==> src/logic/liteic_defs.svh <==
`ifndef LITEIC_DEFS_SVH
`define LITEIC_DEFS_SVH

// crossbar size
`define LITEIC_NUM_MST 2
`define LITEIC_NUM_SLV 2

// axi-lite read channel widths
`define LITEIC_ADDR_W 32
`define LITEIC_DATA_W 32
`define LITEIC_RESP_W 2

// 1 MiB windows, picked by addr[23:20]
`define LITEIC_RGN_NIBBLE_0 4'h1
`define LITEIC_RGN_NIBBLE_1 4'h2

// rresp codes
`define LITEIC_RESP_OKAY   2'd0
`define LITEIC_RESP_SLVERR 2'd2
`define LITEIC_RESP_DECERR 2'd3

// cycles a node waits for slave read data
`define LITEIC_RESP_TIMEOUT 32

`endif

==> src/logic/liteic_pkg.sv <==
`include "liteic_defs.svh"

package liteic_pkg;

    // bus payloads
    typedef logic [`LITEIC_ADDR_W-1:0] addr_t;
    typedef logic [`LITEIC_DATA_W-1:0] data_t;
    typedef logic [`LITEIC_RESP_W-1:0] resp_t;

    // one-hot selects
    typedef logic [`LITEIC_NUM_MST-1:0] mst_sel_t;
    typedef logic [`LITEIC_NUM_SLV-1:0] slv_sel_t;

    // watchdog count, must hold the timeout value itself
    typedef logic [$clog2(`LITEIC_RESP_TIMEOUT+1)-1:0] tmr_cnt_t;

    // slave node states
    typedef enum logic [1:0] {
        RD_IDLE,
        RD_ADDR,
        RD_DATA,
        RD_RESP
    } rd_state_e;

endpackage

==> src/logic/liteic_rd_if.sv <==
`timescale 1ns/1ps
`include "liteic_defs.svh"

interface liteic_rd_if
    import liteic_pkg::*;
();

    // master port -> slave nodes
    slv_sel_t req;
    addr_t    addr;
    logic     r_ready;

    // slave node s -> master port, element s only
    logic     grant   [`LITEIC_NUM_SLV];
    logic     r_valid [`LITEIC_NUM_SLV];
    data_t    r_data  [`LITEIC_NUM_SLV];
    resp_t    r_resp  [`LITEIC_NUM_SLV];

    // master port view
    modport mst_side (
        output req, addr, r_ready,
        input  grant, r_valid, r_data, r_resp
    );

    // slave node view
    modport slv_side (
        input req, addr, r_ready
    );

endinterface

==> src/logic/rd_master_port.sv <==
`timescale 1ns/1ps
`include "liteic_defs.svh"

module rd_master_port
    import liteic_pkg::*;
(
    input  logic          clk_i,
    input  logic          rst_n_i,
    input  addr_t         ar_addr_i,
    input  logic          ar_valid_i,
    output logic          ar_ready_o,
    output data_t         r_data_o,
    output resp_t         r_resp_o,
    output logic          r_valid_o,
    input  logic          r_ready_i,
    liteic_rd_if.mst_side link
);

    slv_sel_t hit;
    slv_sel_t gnt_vec;
    slv_sel_t rv_vec;
    slv_sel_t sel_q;
    logic     top_zero;
    logic     legal;
    logic     idle;
    logic     busy_q;
    logic     dec_ar_q;
    logic     dec_rsp_q;
    data_t    sel_data;
    resp_t    sel_resp;

    // ------------------------------
    // address decode
    // ------------------------------
    assign top_zero = ~|ar_addr_i[31:24];
    assign hit[0]   = top_zero && (ar_addr_i[23:20] == `LITEIC_RGN_NIBBLE_0);
    assign hit[1]   = top_zero && (ar_addr_i[23:20] == `LITEIC_RGN_NIBBLE_1);
    assign legal    = |hit;

    // nothing outstanding, no decerr in progress
    assign idle = !busy_q && !dec_ar_q && !dec_rsp_q;

    // request only toward the matching node
    assign link.req     = (ar_valid_i && idle) ? hit : '0;
    assign link.addr    = ar_addr_i;
    assign link.r_ready = r_ready_i && busy_q;

    // gather node outputs, keep the granted slave's response
    always_comb begin
        gnt_vec  = '0;
        rv_vec   = '0;
        sel_data = '0;
        sel_resp = `LITEIC_RESP_OKAY;
        for (int s = 0; s < `LITEIC_NUM_SLV; s++) begin
            gnt_vec[s] = link.grant[s];
            rv_vec[s]  = link.r_valid[s] && sel_q[s];
            if (sel_q[s]) begin
                sel_data = link.r_data[s];
                sel_resp = link.r_resp[s];
            end
        end
    end

    // ar transfer is either a node grant or the local decerr pulse
    assign ar_ready_o = (|gnt_vec) || dec_ar_q;

    assign r_valid_o = busy_q ? |rv_vec : dec_rsp_q;
    assign r_data_o  = dec_rsp_q ? '0 : sel_data;
    assign r_resp_o  = dec_rsp_q ? `LITEIC_RESP_DECERR : sel_resp;

    // ------------------------------
    // outstanding read tracking
    // ------------------------------
    always_ff @(posedge clk_i) begin
        if (!rst_n_i) begin
            busy_q    <= 1'b0;
            sel_q     <= '0;
            dec_ar_q  <= 1'b0;
            dec_rsp_q <= 1'b0;
        end else begin
            // illegal address, accept one cycle later
            dec_ar_q <= ar_valid_i && idle && !legal;
            // decerr response right after that transfer
            if (dec_ar_q) begin
                dec_rsp_q <= 1'b1;
            end else if (dec_rsp_q && r_ready_i) begin
                dec_rsp_q <= 1'b0;
            end
            // grant opens the read, response handshake closes it
            if (|gnt_vec) begin
                busy_q <= 1'b1;
                sel_q  <= gnt_vec;
            end else if (busy_q && r_valid_o && r_ready_i) begin
                busy_q <= 1'b0;
            end
        end
    end

endmodule

==> src/flat_wrapper.sv <==
// flat-port wrapper written by rule: the top's interface ports become plain ports
module rd_master_port_flat import liteic_pkg::*;
  (clk_i, rst_n_i, ar_addr_i, ar_valid_i, ar_ready_o, r_data_o, r_resp_o, r_valid_o, r_ready_i, link_req, link_addr, link_r_ready, link_grant, link_r_valid, link_r_data, link_r_resp);
  liteic_rd_if link_i ();
  input  logic clk_i;
  input  logic rst_n_i;
  input  addr_t ar_addr_i;
  input  logic ar_valid_i;
  output logic ar_ready_o;
  output data_t r_data_o;
  output resp_t r_resp_o;
  output logic r_valid_o;
  input  logic r_ready_i;
  output wire logic [$bits(link_i.req)-1:0] link_req;
  output wire logic [$bits(link_i.addr)-1:0] link_addr;
  output wire logic [$bits(link_i.r_ready)-1:0] link_r_ready;
  input wire logic [$bits(link_i.grant)-1:0] link_grant;
  input wire logic [$bits(link_i.r_valid)-1:0] link_r_valid;
  input wire logic [$bits(link_i.r_data)-1:0] link_r_data;
  input wire logic [$bits(link_i.r_resp)-1:0] link_r_resp;
  assign link_req = link_i.req;
  assign link_addr = link_i.addr;
  assign link_r_ready = link_i.r_ready;
  assign link_i.grant = {>>{link_grant}};
  assign link_i.r_valid = {>>{link_r_valid}};
  assign link_i.r_data = {>>{link_r_data}};
  assign link_i.r_resp = {>>{link_r_resp}};
  rd_master_port u_core (.clk_i(clk_i), .rst_n_i(rst_n_i), .ar_addr_i(ar_addr_i), .ar_valid_i(ar_valid_i), .ar_ready_o(ar_ready_o), .r_data_o(r_data_o), .r_resp_o(r_resp_o), .r_valid_o(r_valid_o), .r_ready_i(r_ready_i), .link(link_i));
endmodule
==> config.mk <==
export PLATFORM = sky130hd
export DESIGN_NAME = rd_master_port_flat
export DESIGN_NICKNAME = d
export VERILOG_FILES = /design/src/logic/liteic_pkg.sv /design/src/logic/liteic_rd_if.sv /design/src/logic/rd_master_port.sv /design/src/flat_wrapper.sv
export VERILOG_INCLUDE_DIRS = /design/src /design/src/logic
export SDC_FILE = /design/constraint.sdc
export NUM_CORES = 1
export LEC_CHECK = 0
export BUFFER_PORTS_ARGS = -buffer_cell sky130_fd_sc_hd__buf_4
export CAP_MARGIN = 40
export CORE_AREA = 2 2 70 72
export DETAILED_ROUTE_END_ITERATION = 16
export DIE_AREA = 0 0 72 74
export PLACE_DENSITY = 0.79
export SETUP_SLACK_MARGIN = 0.3
export SYNTH_ARGS = -nofsm -noshare
export SYNTH_HDL_FRONTEND = slang
export SYNTH_SLANG_ARGS = --single-unit
==> constraint.sdc <==
create_clock -name clk_i -period 1.2 [get_ports clk_i]
set_clock_uncertainty 0.05 [all_clocks]
set_input_delay 0.12 -clock clk_i [delete_from_list [all_inputs] [get_ports clk_i]]
set_output_delay 0.12 -clock clk_i [all_outputs]
set_load 0.05 [all_outputs]
Word-level counts from Yosys, hierarchy flattened. Index checks and enable logic that the tools add are counted.

Shift-type cells: 0. Div/mod/pow operators: 0. Reductions and logical operators: 24. Multipliers: 0. Bitwise logic cells: 0. Equality and inequality tests: 2. Add/subtract/negate cells: 0. Mux-type cells: 12. Order comparisons: 0.

Operators with widths (number): $mux W32 (3); $logic_and A1 B1 Y1 (12); $mux W2 (4); $reduce_or A8 Y1 (1); $reduce_or A2 Y1 (3); $logic_not A1 Y1 (5); $mux W1 (5); $eq A4 B1 Y1 const B (1); $eq A4 B2 Y1 const B (1); $reduce_bool A2 Y1 (2); $logic_or A1 B1 Y1 (1).

Flip-flop bits (word level): 5. ROM bits: 0. Word-level logic and storage cells: 42. Memories: 0. RAM bits: 0. Input port bits: 108. Latch bits: 0. Output and inout port bits: 71.

Longest topological paths before layout.
Depth after elaboration: 7. Gate-level depth with buffers: 6.

Worst setup path before layout. No wires, ideal clock.

Path kind: register to output. Start point: reg u_core.dec_rsp_q. End point: out link_req[0]. Cell stages (with the launch flop): 5. Path slack: -1141 ps. Data required time: 1030 ps. Arrival: 2171 ps. Cells stage by stage: dfxtp_1 buf_6 nor2_2 nand3b_1 nor4_1.

Longest elaborated chain between the ends: 4.

Ends and longest elaborated chain: from (decl) (line rd_master_port.sv:28) `logic dec_rsp_q;`; from (signal assigned) (line rd_master_port.sv:79) `dec_rsp_q <= 1'b0;`; from (signal assigned) (line rd_master_port.sv:85) `dec_rsp_q <= 1'b1;`; from (signal assigned) (line rd_master_port.sv:87) `dec_rsp_q <= 1'b0;`; $logic_not A1 Y1 (line rd_master_port.sv:41) `assign idle = !busy_q && !dec_ar_q && !dec_rsp_q;`; $logic_and A1 B1 Y1 (line rd_master_port.sv:41); $logic_and A1 B1 Y1 (line rd_master_port.sv:44) `assign link.req = (ar_valid_i && idle) ? hit : '0;`; $mux W2 (line rd_master_port.sv:44); to (decl) (line flat_wrapper.sv:14) `output wire logic [$bits(link_i.req)-1:0] link_req;`.

Every way passes these cells.

Worst setup path in the final report.
Start point: reg u_core.sel_q[0]. End point: out r_resp_o[1].

Longest elaborated chain between the ends: 3.

Ends and longest elaborated chain: from (decl) (line rd_master_port.sv:22) `slv_sel_t sel_q;`; from (signal assigned) (line rd_master_port.sv:92) `sel_q <= gnt_vec;`; $mux W2 (2 in series) (line rd_master_port.sv:57) `if (sel_q[s]) begin`; $mux W2 (line rd_master_port.sv:69) `` assign r_resp_o = dec_rsp_q ? `LITEIC_RESP_DECERR : sel_resp; ``; to (decl) (line flat_wrapper.sv:11) `output resp_t r_resp_o;`.

Every way passes these cells.

==> reports/summary.log <==
[worst_setup_path] largest fanout of any net on the critical path 23
[timing] relative max-transition margin 0.833
[clock_tree] clock tree root driver cell sky130_fd_sc_hd__clkbuf_8
[die] Top Ports 179
[worst_hold_path] worst min-delay path category in2reg
[clock_tree] Longest Clk Path Bufs 2
[power] Power per Cell Area 737 nW/µm²
[worst_setup_path] type of the setup path with the least slack reg2out
[timing] slew at the pin with the worst max-slew slack 0.250 ns
[timing] count of final hold-check violations 0
[worst_setup_path] Arr. time, crit path 1.34 ns
[detailed_routing] post-DR wirelength/cell 14.0 µm
[synthesis] Adder-Cell Fraction of Synth Area 0
[worst_setup_path] Setup crit end kind primary output
[detailed_routing] violation count after the first detailed-routing iteration 27
[power] power consumption 1970 µW
[outcome] violations in the final reports setup timing
[final_layout] most frequent standard cell in the layout excluding fill and tap cells sky130_fd_sc_hd__buf_4
[detailed_routing] remaining number of nets flagged by the antenna check after routing 0
[clock_tree] Sink Count 5
[synthesis] largest area contributor in the netlist sky130_fd_sc_hd__buf_4
[global_routing] met2 layer usage reported by global route 0.294
[clock_tree] Inserted Clock Buffers 3
[global_routing] GRT Residual Overflow 0
[timing] hold_ws 0.0889 ns
[global_routing] routing layer with the top usage in global route met2
[synthesis] Synth Warn # 0
[detailed_routing] DRT Pass-1 Iters 4
[final_layout] commonest cells after routing, fill and taps aside 116 x sky130_fd_sc_hd__buf_4, 31 x sky130_fd_sc_hd__nor2_4, 30 x sky130_fd_sc_hd__a22oi_2
[final_layout] number of nets in the final layout 369
[synthesis] combinational family with the most area after synthesis buffers and inverters
[synthesis] share of the synthesized area in the top cell type 0.248
[power] switching part of the total 0.462
[detailed_routing] drc violations 0
[synthesis] Post-Synthesis Mean Instance Area 7.00 µm²
[placed_design] final RePlAce weighted congestion 0.715
[worst_setup_path] Startpoint Class register
[timing] worst path setup slack after routing -0.307 ns
[clock_tree] hold bufs inserted after CTS 0
[final_layout] Synth-to-Final Area Change 167%
[die] y dimension of the die 74 µm
[clock_tree] TritonCTS clock tree done
[timing] Setup TNS -10.06 ns
[outcome] outcome complete, but fails checks
[synthesis] part of the Yosys area used for sequential elements 0.100
[final_layout] share of final-layout standard cells stronger than drive strength 1 0.923
[power] Gate power share 0.748
[timing] min cycle time layout 1.51 ns
[detailed_routing] detailed-route via count 1,493
[detailed_routing] ratio of routed vias to standard cells 4.75
[global_routing] global-route track usage on met3 0.0623
[final_layout] fill count 397
[placed_design] count of input and output buffers 138
[power] worst IR drop on VDD 0.000586 V
[synthesis] cells after synthesis 143
[synthesis] complex-gate fraction of the synthesized area 0.312
[placed_design] placed cell count 308
[final_layout] Final Non-Filler Cells 314
[global_routing] Global Route Usage Sum 0.150
[final_layout] antenna fix cells 0
[timing] max-slew violation count 0
[synthesis] top area cells in the synthesized netlist sky130_fd_sc_hd__buf_4 25%, sky130_fd_sc_hd__a22oi_1 24%, sky130_fd_sc_hd__nor2_1 13%
[timing] final setup fails 39
[die] Floorplan Core Area 4600 µm²
[power] part of the power in registers 0.096
[clock_tree] Clk Latency, worst-skew pair 0.22 ns
[die] number of standard-cell rows in the floorplan 25
[worst_setup_path] Req. time, crit path 1.03 ns
[global_routing] met1 demand-to-capacity share in global routing 0.157
[die] Starting Density 0.218
[timing] achievable clock frequency 664 MHz
[power] internal power component 1060 µW
[synthesis] post-synthesis share of cell area spent on xor and xnor gates 0
[final_layout] area taken by multi-input logic gates 1050 µm²
[global_routing] via count of the first global-routing pass 1,452
[final_layout] sequential standard cell area 110 µm²
[timing] final period utilization 1.26
[placed_design] DP Wirelength 3.72 mm
[power] switching pwr 911 µW
[synthesis] multiplexer fraction of the synthesized cell area 0
[power] leak pwr 0.00114 µW
[detailed_routing] WL final 4.40 mm
[die] horizontal extent of the die 72 µm
[synthesis] post-synthesis instance area 1000 µm²
[synthesis] unique cell type count in the Yosys netlist 25
[synthesis] Simple-Gate Fraction of Synth Area 0.258
[synthesis] Seq cells post-synth 5
[clock_tree] post-CTS clock slew at the launch and capture registers of the worst setup and hold paths 0.04 ns
[power] clock power share 0.156
[synthesis] Post-Syn Nets 251
[global_routing] largest net degree at the start of global routing 24
[clock_tree] H-tree levels 1
[global_routing] global-route wire length before repair 6.51 mm
[global_routing] initial antenna violation count 0
[flow_run] maxcap violations 0
[die] total die area 5330 µm²
[timing] setup repair after global routing missed its margin true
-- state kept, by name, summed over array words and instances, names as in the netlist --
name	count
u_core.dec_ar_q	1
u_core.dec_rsp_q	1
u_core.sel_q	2
u_core.busy_q	1
-- kinds of logic (layout without fill, tap and decap cells) --
kind of cell,after synthesis,in the layout
simple gates,52,52
buf+inv,45,162
compound gates,41,41
flops,5,5
-- per-stage QoR --
stage | setup WS [ns] | cell area, µm² | util
floorplan | -0.201 | 1480 | -
global placement | -0.128 | 2430 | 0.528
detailed placement | -0.161 | 2430 | 0.528
CTS | -0.319 | 2640 | 0.573
global route | -0.363 | 2680 | 0.582
finish | -0.307 | 2680 | 0.582
-- power by group through the flow --
stage,clock (µW),combinational (µW),sequential [µW]
2_1_floorplan,0,1070,186
3_3_place_gp,0,1370,189
3_5_place_dp,0,1380,190
4_1_cts,322,1470,188
5_1_grt,335,1540,190
6_report,308,1470,188
-- per-layer routing --
layer  wire, µm  up-vias
li1           -      714
met1       1430      673
met2       2410      104
met3        555        2
met4          8        0
met5          0        -
-- final cells by class --
class | count | area share
well taps | 54 | 0.0253
repair buffers | 157 | 0.524
flip-flops and latches | 5 | 0.0412
multi-input cells | 93 | 0.391
inverters | 1 | 0.00140
clock buffers | 4 | 0.0168
-- worst max-delay path, stage by stage, from the launching register on --
cell and delay, ns:
sky130_fd_sc_hd__dfxtp_2 0.31, sky130_fd_sc_hd__nor2b_4 0.13, sky130_fd_sc_hd__buf_12 0.16, sky130_fd_sc_hd__a221o_2 0.35
sky130_fd_sc_hd__buf_6 0.16
-- worst paths after layout --
path	end	from	depth (start not counted)	slack [ns]
worst max-delay path	r_resp_o[1]	u_core.sel_q[0]	4	-0.31
worst min-delay path	u_core.sel_q[0]	link_grant[1]	2	0.09
worst max register to register	u_core.busy_q	u_core.sel_q[1]	5	-0.01
worst min register to register	u_core.dec_rsp_q	u_core.dec_ar_q	2	0.50
-- Yosys cell counts --
| library cell | instances |
|---|---|
| sky130_fd_sc_hd__nand3b_1 | 1 |
| sky130_fd_sc_hd__o31a_1 | 1 |
| sky130_fd_sc_hd__or3_1 | 1 |
| sky130_fd_sc_hd__nand2b_1 | 2 |
| sky130_fd_sc_hd__o21a_1 | 4 |
| sky130_fd_sc_hd__buf_6 | 5 |
| sky130_fd_sc_hd__nor4_2 | 2 |
| sky130_fd_sc_hd__a221o_1 | 2 |
| sky130_fd_sc_hd__and4b_1 | 1 |
| sky130_fd_sc_hd__a221oi_1 | 1 |
| sky130_fd_sc_hd__nor2b_1 | 3 |
| sky130_fd_sc_hd__nor4_1 | 2 |
| sky130_fd_sc_hd__nor2_2 | 1 |
| sky130_fd_sc_hd__or2_2 | 1 |
| sky130_fd_sc_hd__dfxtp_1 | 5 |
| sky130_fd_sc_hd__and2_0 | 1 |
| sky130_fd_sc_hd__inv_1 | 1 |
| sky130_fd_sc_hd__and2_1 | 1 |
| sky130_fd_sc_hd__nand2_1 | 1 |
| sky130_fd_sc_hd__o21ai_0 | 1 |
| sky130_fd_sc_hd__a22oi_1 | 32 |
| sky130_fd_sc_hd__nor2_1 | 34 |
| sky130_fd_sc_hd__buf_4 | 33 |
| sky130_fd_sc_hd__clkbuf_1 | 6 |
| sky130_fd_sc_hd__nor2b_2 | 1 |
-- what timing repair did --
item / in CTS / in global routing
gates resized for setup: 42 / 7
buffers inserted: 0 / 2
cloned: 0 / 0
setup endpoints to repair: 43 / 43
pin swaps: 4 / 2
Note: power is estimated with default switching activity, not from simulation.
